File: src/include/vram_sys_config.svh
/*
 * Build-time sizing of the video memory subsystem.
 * Included by the package and by any module that sizes memories or counters.
 */
`ifndef VRAM_SYS_CONFIG_SVH
`define VRAM_SYS_CONFIG_SVH

// word address bits, any value up to 16 works
// 12 gives 4096 words for simulation
`define VRAM_ADDR_W 12

// words fetched per video line before the index wraps
`define VGEN_LINE_WORDS 16

// cycles between two fetch reads
// must stay at 2 or more so each read can finish before the next
`define VGEN_INTERVAL 4

`endif

File: src/hw/vram_sys_pkg.sv
/*
 * Shared types of the video memory subsystem.
 * Every block refers to them by scoped name.
 */
`include "vram_sys_config.svh"

package vram_sys_pkg;

    // one memory word
    typedef logic [15:0] vram_word_t;

    // word address, sized by the config header
    typedef logic [`VRAM_ADDR_W-1:0] vram_addr_t;

    // nibble write enables
    // bit n covers data bits 4n+3 down to 4n
    typedef logic [3:0] vram_mask_t;

    // one memory access as a requester presents it
    // wr clear means read, and mask and data are then ignored
    typedef struct packed {
        logic       wr;
        vram_mask_t mask;
        vram_addr_t addr;
        vram_word_t data;
    } vram_req_t;

endpackage

File: src/hw/vgen_fetch.sv
/*
 * Video line fetch engine.
 * While enabled it reads one word every VGEN_INTERVAL cycles from base plus a wrapping index,
 * and presents each returned word with a one-cycle valid pulse.
 */
`default_nettype none
`timescale 1ns/100ps

`include "vram_sys_config.svh"

module vgen_fetch (
    input  wire logic                      clk,
    input  wire logic                      rst_i,
    input  wire logic                      enable_i,
    input  wire vram_sys_pkg::vram_addr_t  base_addr_i,
    input  wire vram_sys_pkg::vram_word_t  vram_data_i,
    output      logic                      vgen_sel_o,
    output      vram_sys_pkg::vram_addr_t  vgen_addr_o,
    output      vram_sys_pkg::vram_word_t  pixel_word_o,
    output      logic                      pixel_valid_o
);

    localparam int CNT_W = $clog2(`VGEN_INTERVAL);
    localparam int IDX_W = (`VGEN_LINE_WORDS > 1) ? $clog2(`VGEN_LINE_WORDS) : 1;
    localparam logic [CNT_W-1:0] CNT_LAST = CNT_W'(`VGEN_INTERVAL - 1);
    localparam logic [IDX_W-1:0] IDX_LAST = IDX_W'(`VGEN_LINE_WORDS - 1);

    logic [CNT_W-1:0] interval_cnt;
    logic [IDX_W-1:0] word_idx;
    logic             rd_pending;

    // address wraps at the memory depth through the add width
    assign vgen_addr_o = base_addr_i + vram_sys_pkg::vram_addr_t'(word_idx);

    // interval timer and line index, both cleared while disabled
    always_ff @(posedge clk) begin
        if (rst_i || !enable_i) begin
            interval_cnt <= '0;
            word_idx     <= '0;
            vgen_sel_o   <= 1'b0;
        end else begin
            vgen_sel_o <= 1'b0;
            if (interval_cnt == CNT_LAST) begin
                interval_cnt <= '0;
                vgen_sel_o   <= 1'b1;
            end else begin
                interval_cnt <= interval_cnt + 1'b1;
            end
            // step once the current address has gone out
            if (vgen_sel_o) begin
                word_idx <= (word_idx == IDX_LAST) ? '0 : word_idx + 1'b1;
            end
        end
    end

    // memory data is valid the cycle after the read
    // capture it there and flag it one cycle later
    always_ff @(posedge clk) begin
        if (rst_i) begin
            rd_pending    <= 1'b0;
            pixel_valid_o <= 1'b0;
        end else begin
            rd_pending    <= vgen_sel_o;
            pixel_valid_o <= rd_pending;
        end
    end

    always_ff @(posedge clk) begin
        if (rd_pending) begin
            pixel_word_o <= vram_data_i;
        end
    end

endmodule

`default_nettype wire

File: config.mk
export PLATFORM = sky130hd
export DESIGN_NAME = vgen_fetch
export DESIGN_NICKNAME = d
export VERILOG_FILES = /design/src/hw/vram_sys_pkg.sv /design/src/hw/vgen_fetch.sv
export VERILOG_INCLUDE_DIRS = /design/src /design/src/include
export SDC_FILE = /design/constraint.sdc
export NUM_CORES = 1
export LEC_CHECK = 0
export BUFFER_PORTS_ARGS = -buffer_cell sky130_fd_sc_hd__buf_4
export CELL_PAD_IN_SITES_DETAIL_PLACEMENT = 1
export CELL_PAD_IN_SITES_GLOBAL_PLACEMENT = 1
export CORE_UTILIZATION = 35
export DETAILED_ROUTE_END_ITERATION = 8
export PLACE_DENSITY = 0.92
export SYNTH_ARGS = -nofsm -noshare
export SYNTH_HDL_FRONTEND = slang
export SYNTH_SLANG_ARGS = --single-unit
File: constraint.sdc
create_clock -name clk -period 4.2 [get_ports clk]
set_input_delay 0.63 -clock clk [delete_from_list [all_inputs] [get_ports clk]]
set_output_delay 0.63 -clock clk [all_outputs]
set_load 0.02 [all_outputs]
# Word-level counts from Yosys, hierarchy flattened
# Cells that the tools add are included.
# classes
eq_ne	2
muxes	2
reduce_logical	3
add_sub_neg	3
# ops
cell	count
$add 12x4->12	1
$add 4x1->4 const B	1
$eq 4x4->1 const B	1
$mux 4	1
$add 2x1->2 const B	1
$eq 2x2->1 const B	1
$reduce_or 2->1	1
$logic_not 1->1	1
$logic_or 1x1->1	1
$mux 1	1
# word_totals
wordCells	16
register_bits	25
in_bits	31
output_inout_bits	30

# Depth between registers and ports, before layout
# logic_depth
ltp_word	3
depth_mapped	7
depth_no_buf	7

# Least setup slack after synthesis
# No wires, ideal clock.
# synth_path
path_kind	in2out
from	input port base_addr_i[0]
to	output port vgen_addr_o[6]
arrival_ps	2086
path_stages	7
required_ps	3570
path_buffers	0
path_slack_ps	1484
path_cell_list	ha_1 inv_1 fa_1 nand2b_1 o2bb2ai_2 nand3b_1 xnor2_1
# synth_via
elab_chain_len	1
# synth_rtl
element	line_no	text
start, declared	vgen_fetch.sv:15	input wire vram_sys_pkg::vram_addr_t base_addr_i,
$add 12x4->12	vgen_fetch.sv:33	assign vgen_addr_o = base_addr_i + vram_sys_pkg::vram_addr_t'(word_idx);
end, declared	vgen_fetch.sv:18	output vram_sys_pkg::vram_addr_t vgen_addr_o,
# No other way between the ends.

# Worst setup path in the final report
# layout_path
from	register word_idx[0]
to	output port vgen_addr_o[6]
# layout_via
elab_chain_len	1
# layout_rtl
element	line_no	text
start, declared	vgen_fetch.sv:29	logic [IDX_W-1:0] word_idx;
start signal, assigned	vgen_fetch.sv:51	word_idx <= (word_idx == IDX_LAST) ? '0 : word_idx + 1'b1;
$add 12x4->12	vgen_fetch.sv:33	
# No other way between the ends.

==> summary.txt <==
Status
  • Status: finished clean

Drt
  • Total number of vias: ~910
  • Remaining DRCs: 0
  • DRT antenna net count: 0
  • Initial drt markers: 20
  • Via/cell ratio: 4.66
  • Wire length per cell: about 14 um
  • First drt pass iteration count: 6
  • Wirelength, routed: approximately 2800 um

Clock network
  • H-tree depth: 1
  • CTS Hold Buffers Added: 0
  • Reg clk slew, reported paths: approximately 0.14 ns
  • CTS tree: yes
  • Sink Count: 25
  • CTS root buffer: clkbuf_4
  • Post-CTS Resized: 0
  • Post-CTS setup buffer count: 0
  • Clock buffer depth: 2
  • Worst skew pair latency: ~0.32 ns
  • Cts bufs inserted: 3

Run
  • Max Cap Viol: 0

Finish
  • N_diodes: 0
  • Nets@finish: 190
  • Layout cells sized above 1: between 40% and 50%
  • Post-Layout Inst Area: approximately 1600 um^2
  • Area grow syn2layout: 48.5%
  • Fin util: between 50% and 60%

Critical path
  • Critical Path Sink Type: primary output
  • CP Launch Type: register
  • Worst Path Arrival: roughly 2.3 ns
  • CP peak stage delay: ~0.46 ns
  • Worst r2r path cells: 4
  • Max FO, Critical Path: 6
  • Slowest-stage cell, CP: dfxtp_1
  • Crit path required time: 3.57 ns
  • Crit path kind: reg -> out
  • Cells along the critical path: ha_1 -> inv_1 -> fa_1 -> nand2b_1 -> o2bb2ai_2 -> nand3b_1 -> xnor2_1 -> buf_4

Pwr
  • Leakage: a little under 0.7 nW
  • PwrDens: about 260 nW/um^2
  • Peak supply drop: between 0.0001 and 0.00015 V

STA
  • Fin. Hold Viols: 0
  • FMAX: 343 MHz
  • Final WS setup: approximately 1.3 ns
  • Layout Skew: roughly 0.013 ns
  • Setup Total Neg Slack: 0 ns
  • Worst Max-Slew Pin Slew: ~0.7 ns
  • Slew Limit Fails: 0
  • Final Setup Violations: 0
  • Headroom to the max-slew limit: a little over half
  • Period utilization: a little under 70%
  • Fin crit period: roughly 2.9 ns
  • RSZ-0062 raised after global routing: false

Synthesis
  • Number of synthesized flops with an enable pin: 16
  • Synthesized area per cell: approximately 13 um^2
  • Yosys top cell by area: edfxtp_1
  • Area contributors post-synth: edfxtp_1, dfxtp_1, ha_1
  • Synth top area share: a little over two fifths
  • Post-synthesis cell type count: 27
  • Yosys warning total: 0
  • Top post-synthesis cells by count: edfxtp_1, dfxtp_1, xnor2_1
  • Most frequent cell after synthesis: edfxtp_1
  • Sequential cell area fraction in the yosys report: about three fifths
  • Flops & latches, synth: 25
  • Post-Syn Area: ~1100 um^2
  • Syn Nets: between 100 and 150
  • Commonest register cell after synthesis: edfxtp_1
  • Post-Synthesis Cells: slightly below 90
  • FFs w/ async S/R, synth: 0%

Global routing
  • First-pass GRT wire length: between 4000 and 5000 um
  • Pin count of the biggest net entering global routing: 18
  • Number of global-route vias before repair: ~870
  • Antenna violations before repair: 0
  • Total GRT Usage: 16.7%
  • GRT overflow: 0

Floorplanning
  • Horiz. Die Dim: 58.2 um
  • Total die area: ~3400 um^2
  • # rows: 20
  • Core Box Area: 3030 um^2
  • Die Y: a little under 60 um
  • # IOs: slightly above 60
  • Initial Util: 36.4%

Place
  • Placed Area: between 1500 and 2000 um^2
  • Hpwl dp: between 2000 and 2500 um
  • Pre-CTS setup slack: roughly 1.4 ns
  • Gp weighted congestion: approximately 0.71
  • Port Buffers: 60

Hold path
  • Hold path cells: 1
  • Hold WC Path Type: reg -> reg
==> sequential cells by signal (all words and copies together) (netlist names) <==
name and cells:
word_idx 4, rd_pending 1, vgen_sel_o 1, pixel_valid_o 1, pixel_word_o 16, interval_cnt 2
==> metal layers <==
layer,GRT usage [%],share of wire [%]
met5,0,0
met4,5.10,0.69
met3,3.13,7.3
met2,32.8,56
met1,17.6,36
==> cells by family after synthesis <==
logic type	after synthesis	share of synthesized area, %
and+or+nand+nor	25	12.2
DFF	25	59.9
AOI/OAI and AO/OA	11	7.26
xor gates and xnor gates	11	8.73
buffers and inverters	7	2.38
adders and majority gates	7	8.62
muxes	1	0.907
==> through the flow <==
step / cells / hold slack [ns] / power [mW]
2_1_floorplan: 87 / 0.408 / 0.287
3_3_place_gp: 191 / 0.416 / 0.320
3_5_place_dp: 191 / 0.424 / 0.323
4_1_cts: 195 / 0.446 / 0.428
5_1_grt: 195 / 0.448 / 0.441
6_report: 195 / 0.447 / 0.424
==> area by class of cell <==
cell class                 count  area [um^2]
fill                         334         1390
sequential                    25          661
timing repair buffer          60          450
multi-input combinational     55          417
tap                           44         55.1
inverter                       7         26.3
clock buffer                   3         22.5
clock inverter                 1         7.51
==> power breakdown <==
part           leakage (nW)  internal (mW)  switching (mW)
Sequential            0.217          0.262        0.000657
Combinational         0.465         0.0308          0.0236
Clock                0.0139         0.0364          0.0710
==> worst max-delay path, delay by kind of cell, from the launching register on <==
kind            cells  cell delay [ns]
flops               1             0.46
compound gates      1             0.15
buf+inv             2             0.22
fa+ha+maj           2             0.63
xor+xnor            1             0.14
simple gates        2             0.37
==> worst paths after layout <==
check                                   from                         end  slack, ns
setup / recovery    word_idx[0]$_SDFFE_PP0P_              vgen_addr_o[6]       1.29
hold / removal    interval_cnt[0]$_SDFF_PP0_  interval_cnt[0]$_SDFF_PP0_       0.45
setup reg to reg    word_idx[0]$_SDFFE_PP0P_    word_idx[0]$_SDFFE_PP0P_       3.01
hold reg to reg   interval_cnt[0]$_SDFF_PP0_  interval_cnt[0]$_SDFF_PP0_       0.45
==> layout by cell type (no fill, tap or decap), drive strengths merged, types with 2 or more instances in the layout <==
cell type	instances
nand2b	2
nor3	2
nor2	7
xor2	3
nand4	2
o21ai	2
dfxtp	9
a21oi	4
inv	7
clkbuf	3
nand3	2
xnor2	8
buf	60
edfxtp	16
ha	6
nand2	5
nor2b	2
(Power assumes the default switching activity.)
