## src/include/vram_sys_config.svh

```systemverilog
/*
 * Build-time sizing of the video memory subsystem.
 * Included by the package and by any module that sizes memories or counters.
 */
`ifndef VRAM_SYS_CONFIG_SVH
`define VRAM_SYS_CONFIG_SVH

// word address bits, any value up to 16 works
// 12 gives 4096 words for simulation
`define VRAM_ADDR_W 12

// words fetched per video line before the index wraps
`define VGEN_LINE_WORDS 16

// cycles between two fetch reads
// must stay at 2 or more so each read can finish before the next
`define VGEN_INTERVAL 4

`endif

```

## src/hw/vram_sys_pkg.sv

```systemverilog
/*
 * Shared types of the video memory subsystem.
 * Every block refers to them by scoped name.
 */
`include "vram_sys_config.svh"

package vram_sys_pkg;

    // one memory word
    typedef logic [15:0] vram_word_t;

    // word address, sized by the config header
    typedef logic [`VRAM_ADDR_W-1:0] vram_addr_t;

    // nibble write enables
    // bit n covers data bits 4n+3 down to 4n
    typedef logic [3:0] vram_mask_t;

    // one memory access as a requester presents it
    // wr clear means read, and mask and data are then ignored
    typedef struct packed {
        logic       wr;
        vram_mask_t mask;
        vram_addr_t addr;
        vram_word_t data;
    } vram_req_t;

endpackage

```

## src/hw/blit_fill.sv

```systemverilog
/*
 * Block-fill blitter.
 * A start pulse while idle writes one value to count words upward from dst,
 * one word per arbiter ack. done_o pulses the cycle after the last ack.
 */
`default_nettype none
`timescale 1ns/100ps

module blit_fill (
    input  wire logic                      clk,
    input  wire logic                      rst_i,
    input  wire logic                      start_i,
    input  wire vram_sys_pkg::vram_addr_t  dst_addr_i,
    input  wire vram_sys_pkg::vram_addr_t  count_i,
    input  wire vram_sys_pkg::vram_word_t  fill_data_i,
    input  wire logic                      ack_i,
    output      logic                      sel_o,
    output      vram_sys_pkg::vram_req_t   req_o,
    output      logic                      busy_o,
    output      logic                      done_o
);

    localparam vram_sys_pkg::vram_addr_t ADDR_ONE = vram_sys_pkg::vram_addr_t'(1);

    vram_sys_pkg::vram_addr_t cur_addr;
    vram_sys_pkg::vram_addr_t remaining;
    vram_sys_pkg::vram_word_t fill_word;
    logic                     busy;

    // full-mask write of the latched value
    assign req_o  = '{wr: 1'b1, mask: '1, addr: cur_addr, data: fill_word};
    assign sel_o  = busy;
    assign busy_o = busy;

    // control state
    always_ff @(posedge clk) begin
        if (rst_i) begin
            busy   <= 1'b0;
            done_o <= 1'b0;
        end else begin
            done_o <= 1'b0;
            if (!busy) begin
                if (start_i) begin
                    // zero count ends straight away
                    if (count_i == '0) begin
                        done_o <= 1'b1;
                    end else begin
                        busy <= 1'b1;
                    end
                end
            end else if (ack_i && remaining == ADDR_ONE) begin
                busy   <= 1'b0;
                done_o <= 1'b1;
            end
        end
    end

    // address, count and value
    always_ff @(posedge clk) begin
        if (!busy && start_i) begin
            cur_addr  <= dst_addr_i;
            remaining <= count_i;
            fill_word <= fill_data_i;
        end else if (busy && ack_i) begin
            // request changes in the ack cycle, never granted twice
            cur_addr  <= cur_addr + ADDR_ONE;
            remaining <= remaining - ADDR_ONE;
        end
    end

endmodule

`default_nettype wire

```

## config.mk

```make
export PLATFORM = sky130hd
export DESIGN_NAME = blit_fill
export DESIGN_NICKNAME = d
export VERILOG_FILES = /design/src/hw/vram_sys_pkg.sv /design/src/hw/blit_fill.sv
export VERILOG_INCLUDE_DIRS = /design/src /design/src/include
export SDC_FILE = /design/constraint.sdc
export NUM_CORES = 1
export LEC_CHECK = 0
export BUFFER_PORTS_ARGS = -buffer_cell sky130_fd_sc_hd__clkbuf_2
export CAP_MARGIN = 0
export CORE_ASPECT_RATIO = 1.25
export CORE_MARGIN = 5
export CORE_UTILIZATION = 35
export DETAILED_ROUTE_END_ITERATION = 8
export PLACE_DENSITY_LB_ADDON = 0.3
export SLEW_MARGIN = 20
export SYNTH_ARGS = -nofsm -noshare
export SYNTH_HDL_FRONTEND = slang
export SYNTH_SLANG_ARGS = --single-unit
```

## constraint.sdc

```tcl
create_clock -name clk -period 2.1 [get_ports clk]
set_input_delay 0.315 -clock clk [delete_from_list [all_inputs] [get_ports clk]]
set_output_delay 0.315 -clock clk [all_outputs]
set_load 0.01 [all_outputs]
```

---- Word level (Yosys, flattened, before mapping) ----
Cells that the tools add are included.
operators by class
  $mul .................................... 0
  reductions and logical operators ........ 6
  equality and inequality tests ........... 1
  shift-type cells ........................ 0
  div/mod/pow operators ................... 0
  multiplexer cells ....................... 12
  $lt $le $gt $ge ......................... 0
  bitwise gates (word level) .............. 0
  add/sub/neg operators ................... 2
operators with widths
  cell                                                number
  2-to-1 mux 12 bit                                   4
  adder 12 x 1 -> 12 bit, second input constant       1
  == test 12 x 1 -> 1 bit, second input constant      1
  logical NOT 12 bit                                  1
  subtractor 12 x 1 -> 12 bit, second input constant  1
  2-to-1 mux 1 bit                                    8
  logical AND 1 bit                                   3
  nonzero test 2 bit                                  1
  logical NOT 1 bit                                   1
storage, ports and cells
  latch bits .............................. 0
  output and inout port bits .............. 36
  bits in read-only memories .............. 0
  register bits ........................... 42
  memories kept ........................... 0
  bits in writable memories ............... 0

---- Logic depth before layout (Yosys ltp) ----
  word-level depth ........................ 4
  depth in mapped cells ................... 6
  depth with buffers taken out ............ 5

---- Least setup slack after synthesis ----
OpenSTA, ideal clock, no wires.
  path type ............................... reg-to-reg
  start point ............................. register busy (netlist: busy_o)
  end point ............................... register cur_addr[0] (enable)
  arrival ................................. 1.441 ns
  slack ................................... 0.234 ns
  library setup time ...................... 0.425 ns
  cell stages (with the launch flop) ...... 5
  path buffers ............................ 2
  period minus slack after synthesis ...... 1.866 ns
  cells stage by stage .................... dfxtp_1 nand2b_1 clkbuf_1 clkbuf_1 nand2_1
between the ends
  cells in the longest elaborated chain, start to end .. 3
  elaborated cells between the ends (all ways) .. 4
  those cells by class .................... reduce/logical (4)
ends and longest elaborated chain
  item                                     RTL line         text
  start: declaration                       blit_fill.sv:28  logic busy;
  start signal: assignment                 blit_fill.sv:38  busy <= 1'b0;
  start signal: assignment                 blit_fill.sv:48  busy <= 1'b1;
  start signal: assignment                 blit_fill.sv:52  busy <= 1'b0;
  logical NOT 1 bit                        blit_fill.sv:60  if (!busy && start_i) begin
  logical AND 1 bit                        blit_fill.sv:60
  nonzero test 2 bit (no source line) (*)  n/a
  end signal: assignment                   blit_fill.sv:61  cur_addr <= dst_addr_i;
  end signal: assignment                   blit_fill.sv:66  cur_addr <= cur_addr + ADDR_ONE;
  end: declaration                         blit_fill.sv:25  vram_sys_pkg::vram_addr_t cur_addr;
Mark *: on every way between the ends. The rest lies on a longest branch, timed or not.
A chain may end at the register's enable or synchronous reset.

---- Final worst setup path ----
  start point ............................. register remaining[0]
  end point ............................... register remaining[8] (data pin)
between the ends
  cells in the longest elaborated chain, start to end .. 3
ends and longest elaborated chain
  item                         RTL line         text
  start: declaration           blit_fill.sv:26  vram_sys_pkg::vram_addr_t remaining;
  start signal: assignment     blit_fill.sv:62  remaining <= count_i;
  start signal: assignment     blit_fill.sv:67  remaining <= remaining - ADDR_ONE;
  subtractor 12 x 1 -> 12 bit  blit_fill.sv:67
  2-to-1 mux 12 bit            blit_fill.sv:64  end else if (busy && ack_i) begin
  2-to-1 mux 12 bit            blit_fill.sv:60
Every way passes these cells. The select of a mux whose other input is x is not followed.

==> flow_summary.ini <==
[outcome]
status = finished clean

[clocking]
post_cts_resized = 0
post-cts-setup-buffers = 0
clkSinkCount = 42
htreeDepth = 2
insertion_delay_ns = 0.29
cts_root_buf = clkbuf_8
cts.clk_slew.worst_paths_ns = 0.08
tritoncts = yes
holdBufCountCts = 0
cts_buffers = 5
clock_path_buffers = 2

[logic_synthesis]
syn_inst = 180
synthTopCellsByArea = edfxtp_1, a31oi_1, nor2_1, or4_1, o21ai_0
synth_area_sq_mm = 0.00204
synth_warnings = 0
ys_ff_latch = 42
postSynthAreaPerCell_sq_um = 11.3
synth_top_area_share_pct = 58.8
synth_edf_count = 40
synth_most_common_cell = edfxtp_1
synthTopCellsByCount = edfxtp_1, nor2_1, a31oi_1, nand2_1, o21ai_0
synth_ff_type = edfxtp_1
synthArstFlopShare_pct = 0
synth_seq_area_share_pct = 60.8
ys_types = 31
yosys.area.top_type = edfxtp_1

[grt]
grt_use_total_pct = 12.1
grt.overflow.total = 0
grt_pass1_vias = 1493
grt_pass1_wl_microns = 6910
antenna_found_initial = 0
grt_max_degree = 24

[timing]
fmax_mhz = 517
hold_viol_final = 0
hold_ws_ns = 0.195
tightest_slew_ns = 0.636
relSlewSlack_pct = 57.2
skew_ns = 0.00593
rsz0062_at_grt = false
fin_setup_tns_ns = 0
min_period_over_period_pct = 92.2
min_period_ns = 1.94
slew_viol_final = 0
finalSetupViolCount = 0

[routing]
viasPerCell = 5.14
detail-route-antenna-nets = 0
drt_pass1_iterations = 4
drc_errors = 0
routed_wl_microns = 4660
vias = 1665
routedWlPerCell_microns = 14.4
drt-initial-drc-count = 38

[worst_setup_path]
slowest_delay_ns = 0.51
slowest_stage = or3b_2
crit_path_end_kind = flip-flop
arrival_ns = 2.08
start_kind = flip-flop
required_ns = 2.24
crit_chain = inv_1 > ha_1 > or3b_2 > or3_2 > a31oi_1
path_class = reg -> reg
worst-path-buf-inv = 1
critPathTopFamily = simple AND/OR/NAND/NOR gates
worstPathMaxFanout = 5

[finish]
nFillCells = 560
antenna_cells = 0
layout-drive-gt1-share_pct = 36.0
regArea_sq_mm = 0.00124
area_growth_pct = 26.8
fin_nets = 304
multiInputGateArea_sq_um = 717

[place]
gp_congestion = 0.824
dp_hpwl_microns = 3660
port_buffers = 74

[floorplanning]
start_util_pct = 35.6
rows = 31
fp.dieH_microns = 95.4
die-area_sq_mm = 0.00747
die_w_microns = 78.3
boundaryPins = 80
core-area_sq_mm = 0.00574

[hold_path]
hold_class = in -> reg

[job]
drv_cap = 0

[power]
ir_worst_vdd_mv = 0.329
p_per_area_mw_per_mm2 = 772
p_leak_uw = 0.00104
-- flip-flops by register name, summed over array words and instances, names as in the netlist --
register and count:
fill_word 16, cur_addr 12, remaining 12, busy_o 1
done_o 1
-- path summary, 6_finish.rpt --
path                                      from           end  slack, ns  cells after the start
worst min-delay path            fill_data_i[9]  fill_word[9]       0.19                      1
worst max register to register    remaining[0]  remaining[8]       0.16                      5
worst max-delay path              remaining[0]  remaining[8]       0.16                      5
worst min register to register          busy_o        busy_o       0.65                      1
-- power by group --
| group | internal [uW] | total, uW | switching, uW |
|---|---|---|---|
| registers | 1010 | 1080 | 62.7 |
| clock network | 355 | 629 | 274 |
| logic | 129 | 295 | 166 |
| total | 1500 | 2000 | 502 |
-- cell type report --
cell class | count | share of cell area (%)
multi-input combinational | 122 | 27.7
inverter | 6 | 0.870
clock buffer | 6 | 2.80
sequential | 42 | 47.9
timing repair buffer | 80 | 16.0
clock inverter | 2 | 1.45
tap | 66 | 3.19
-- layer usage --
layer	vias up	share of wire, %	GRT usage (%)
li1	834	-	-
met1	759	43	15.0
met2	64	48	19.8
met3	8	6.7	3.12
met4	0	2.1	5.39
met5	-	0	0
-- logic make-up (layout without fill, tap and decap cells) --
| kind of cell | count (synthesis) | after routing | share of synthesized area [%] |
|---|---|---|---|
| buf+inv | 20 | 94 | 4.84 |
| xor+xnor | 4 | 4 | 1.72 |
| other cells | 1 | 5 | 0.184 |
| simple gates | 70 | 70 | 18.6 |
| fa+ha+maj | 3 | 3 | 1.84 |
| flops | 42 | 42 | 60.8 |
| compound gates | 40 | 40 | 12.0 |
-- layout by cell type, fill, tap and decap left out, types with 2 or more instances in the layout --
cell      Yosys  routed
dfxtp_1       2       2
clkbuf_2      0      74
o21ai_0      11      11
or2_2         2       2
or3_1         7       7
or3_2         2       2
nor2_1       19      19
clkbuf_8      0       5
xor2_1        2       2
inv_1         6       6
ha_1          3       3
nand2b_1      3       3
nor4_1        4       4
or4_1         8       8
edfxtp_1     40      40
nand4_1       4       4
conb_1        1       5
nand2_1      12      12
o31ai_1       6       6
nand3_1       4       4
a21oi_1       4       4
a31oi_1      17      17
xnor2_1       2       2
buf_4         6       6
-- worst reg2reg max path, delay by kind of cell (launching register included) --
family          cells  cell delay (ns)
fa+ha+maj           1             0.17
compound gates      1             0.16
buf+inv             1             0.09
flops               1             0.44
simple gates        2             0.93
-- metrics by stage --
stage	total power, uW	utilization [%]	cells	cell area [sq um]	worst slack (ns)
finish	2000	45.1	324	2590	0.164
global route	2100	45.1	324	2590	0.0582
CTS	2030	45.1	324	2590	0.148
detailed placement	1400	43.2	316	2480	0.150
global placement	1390	43.2	316	2480	0.216
floorplan	1260	-	184	2060	0.234
No activity file was read; power rests on OpenSTA's default activity.
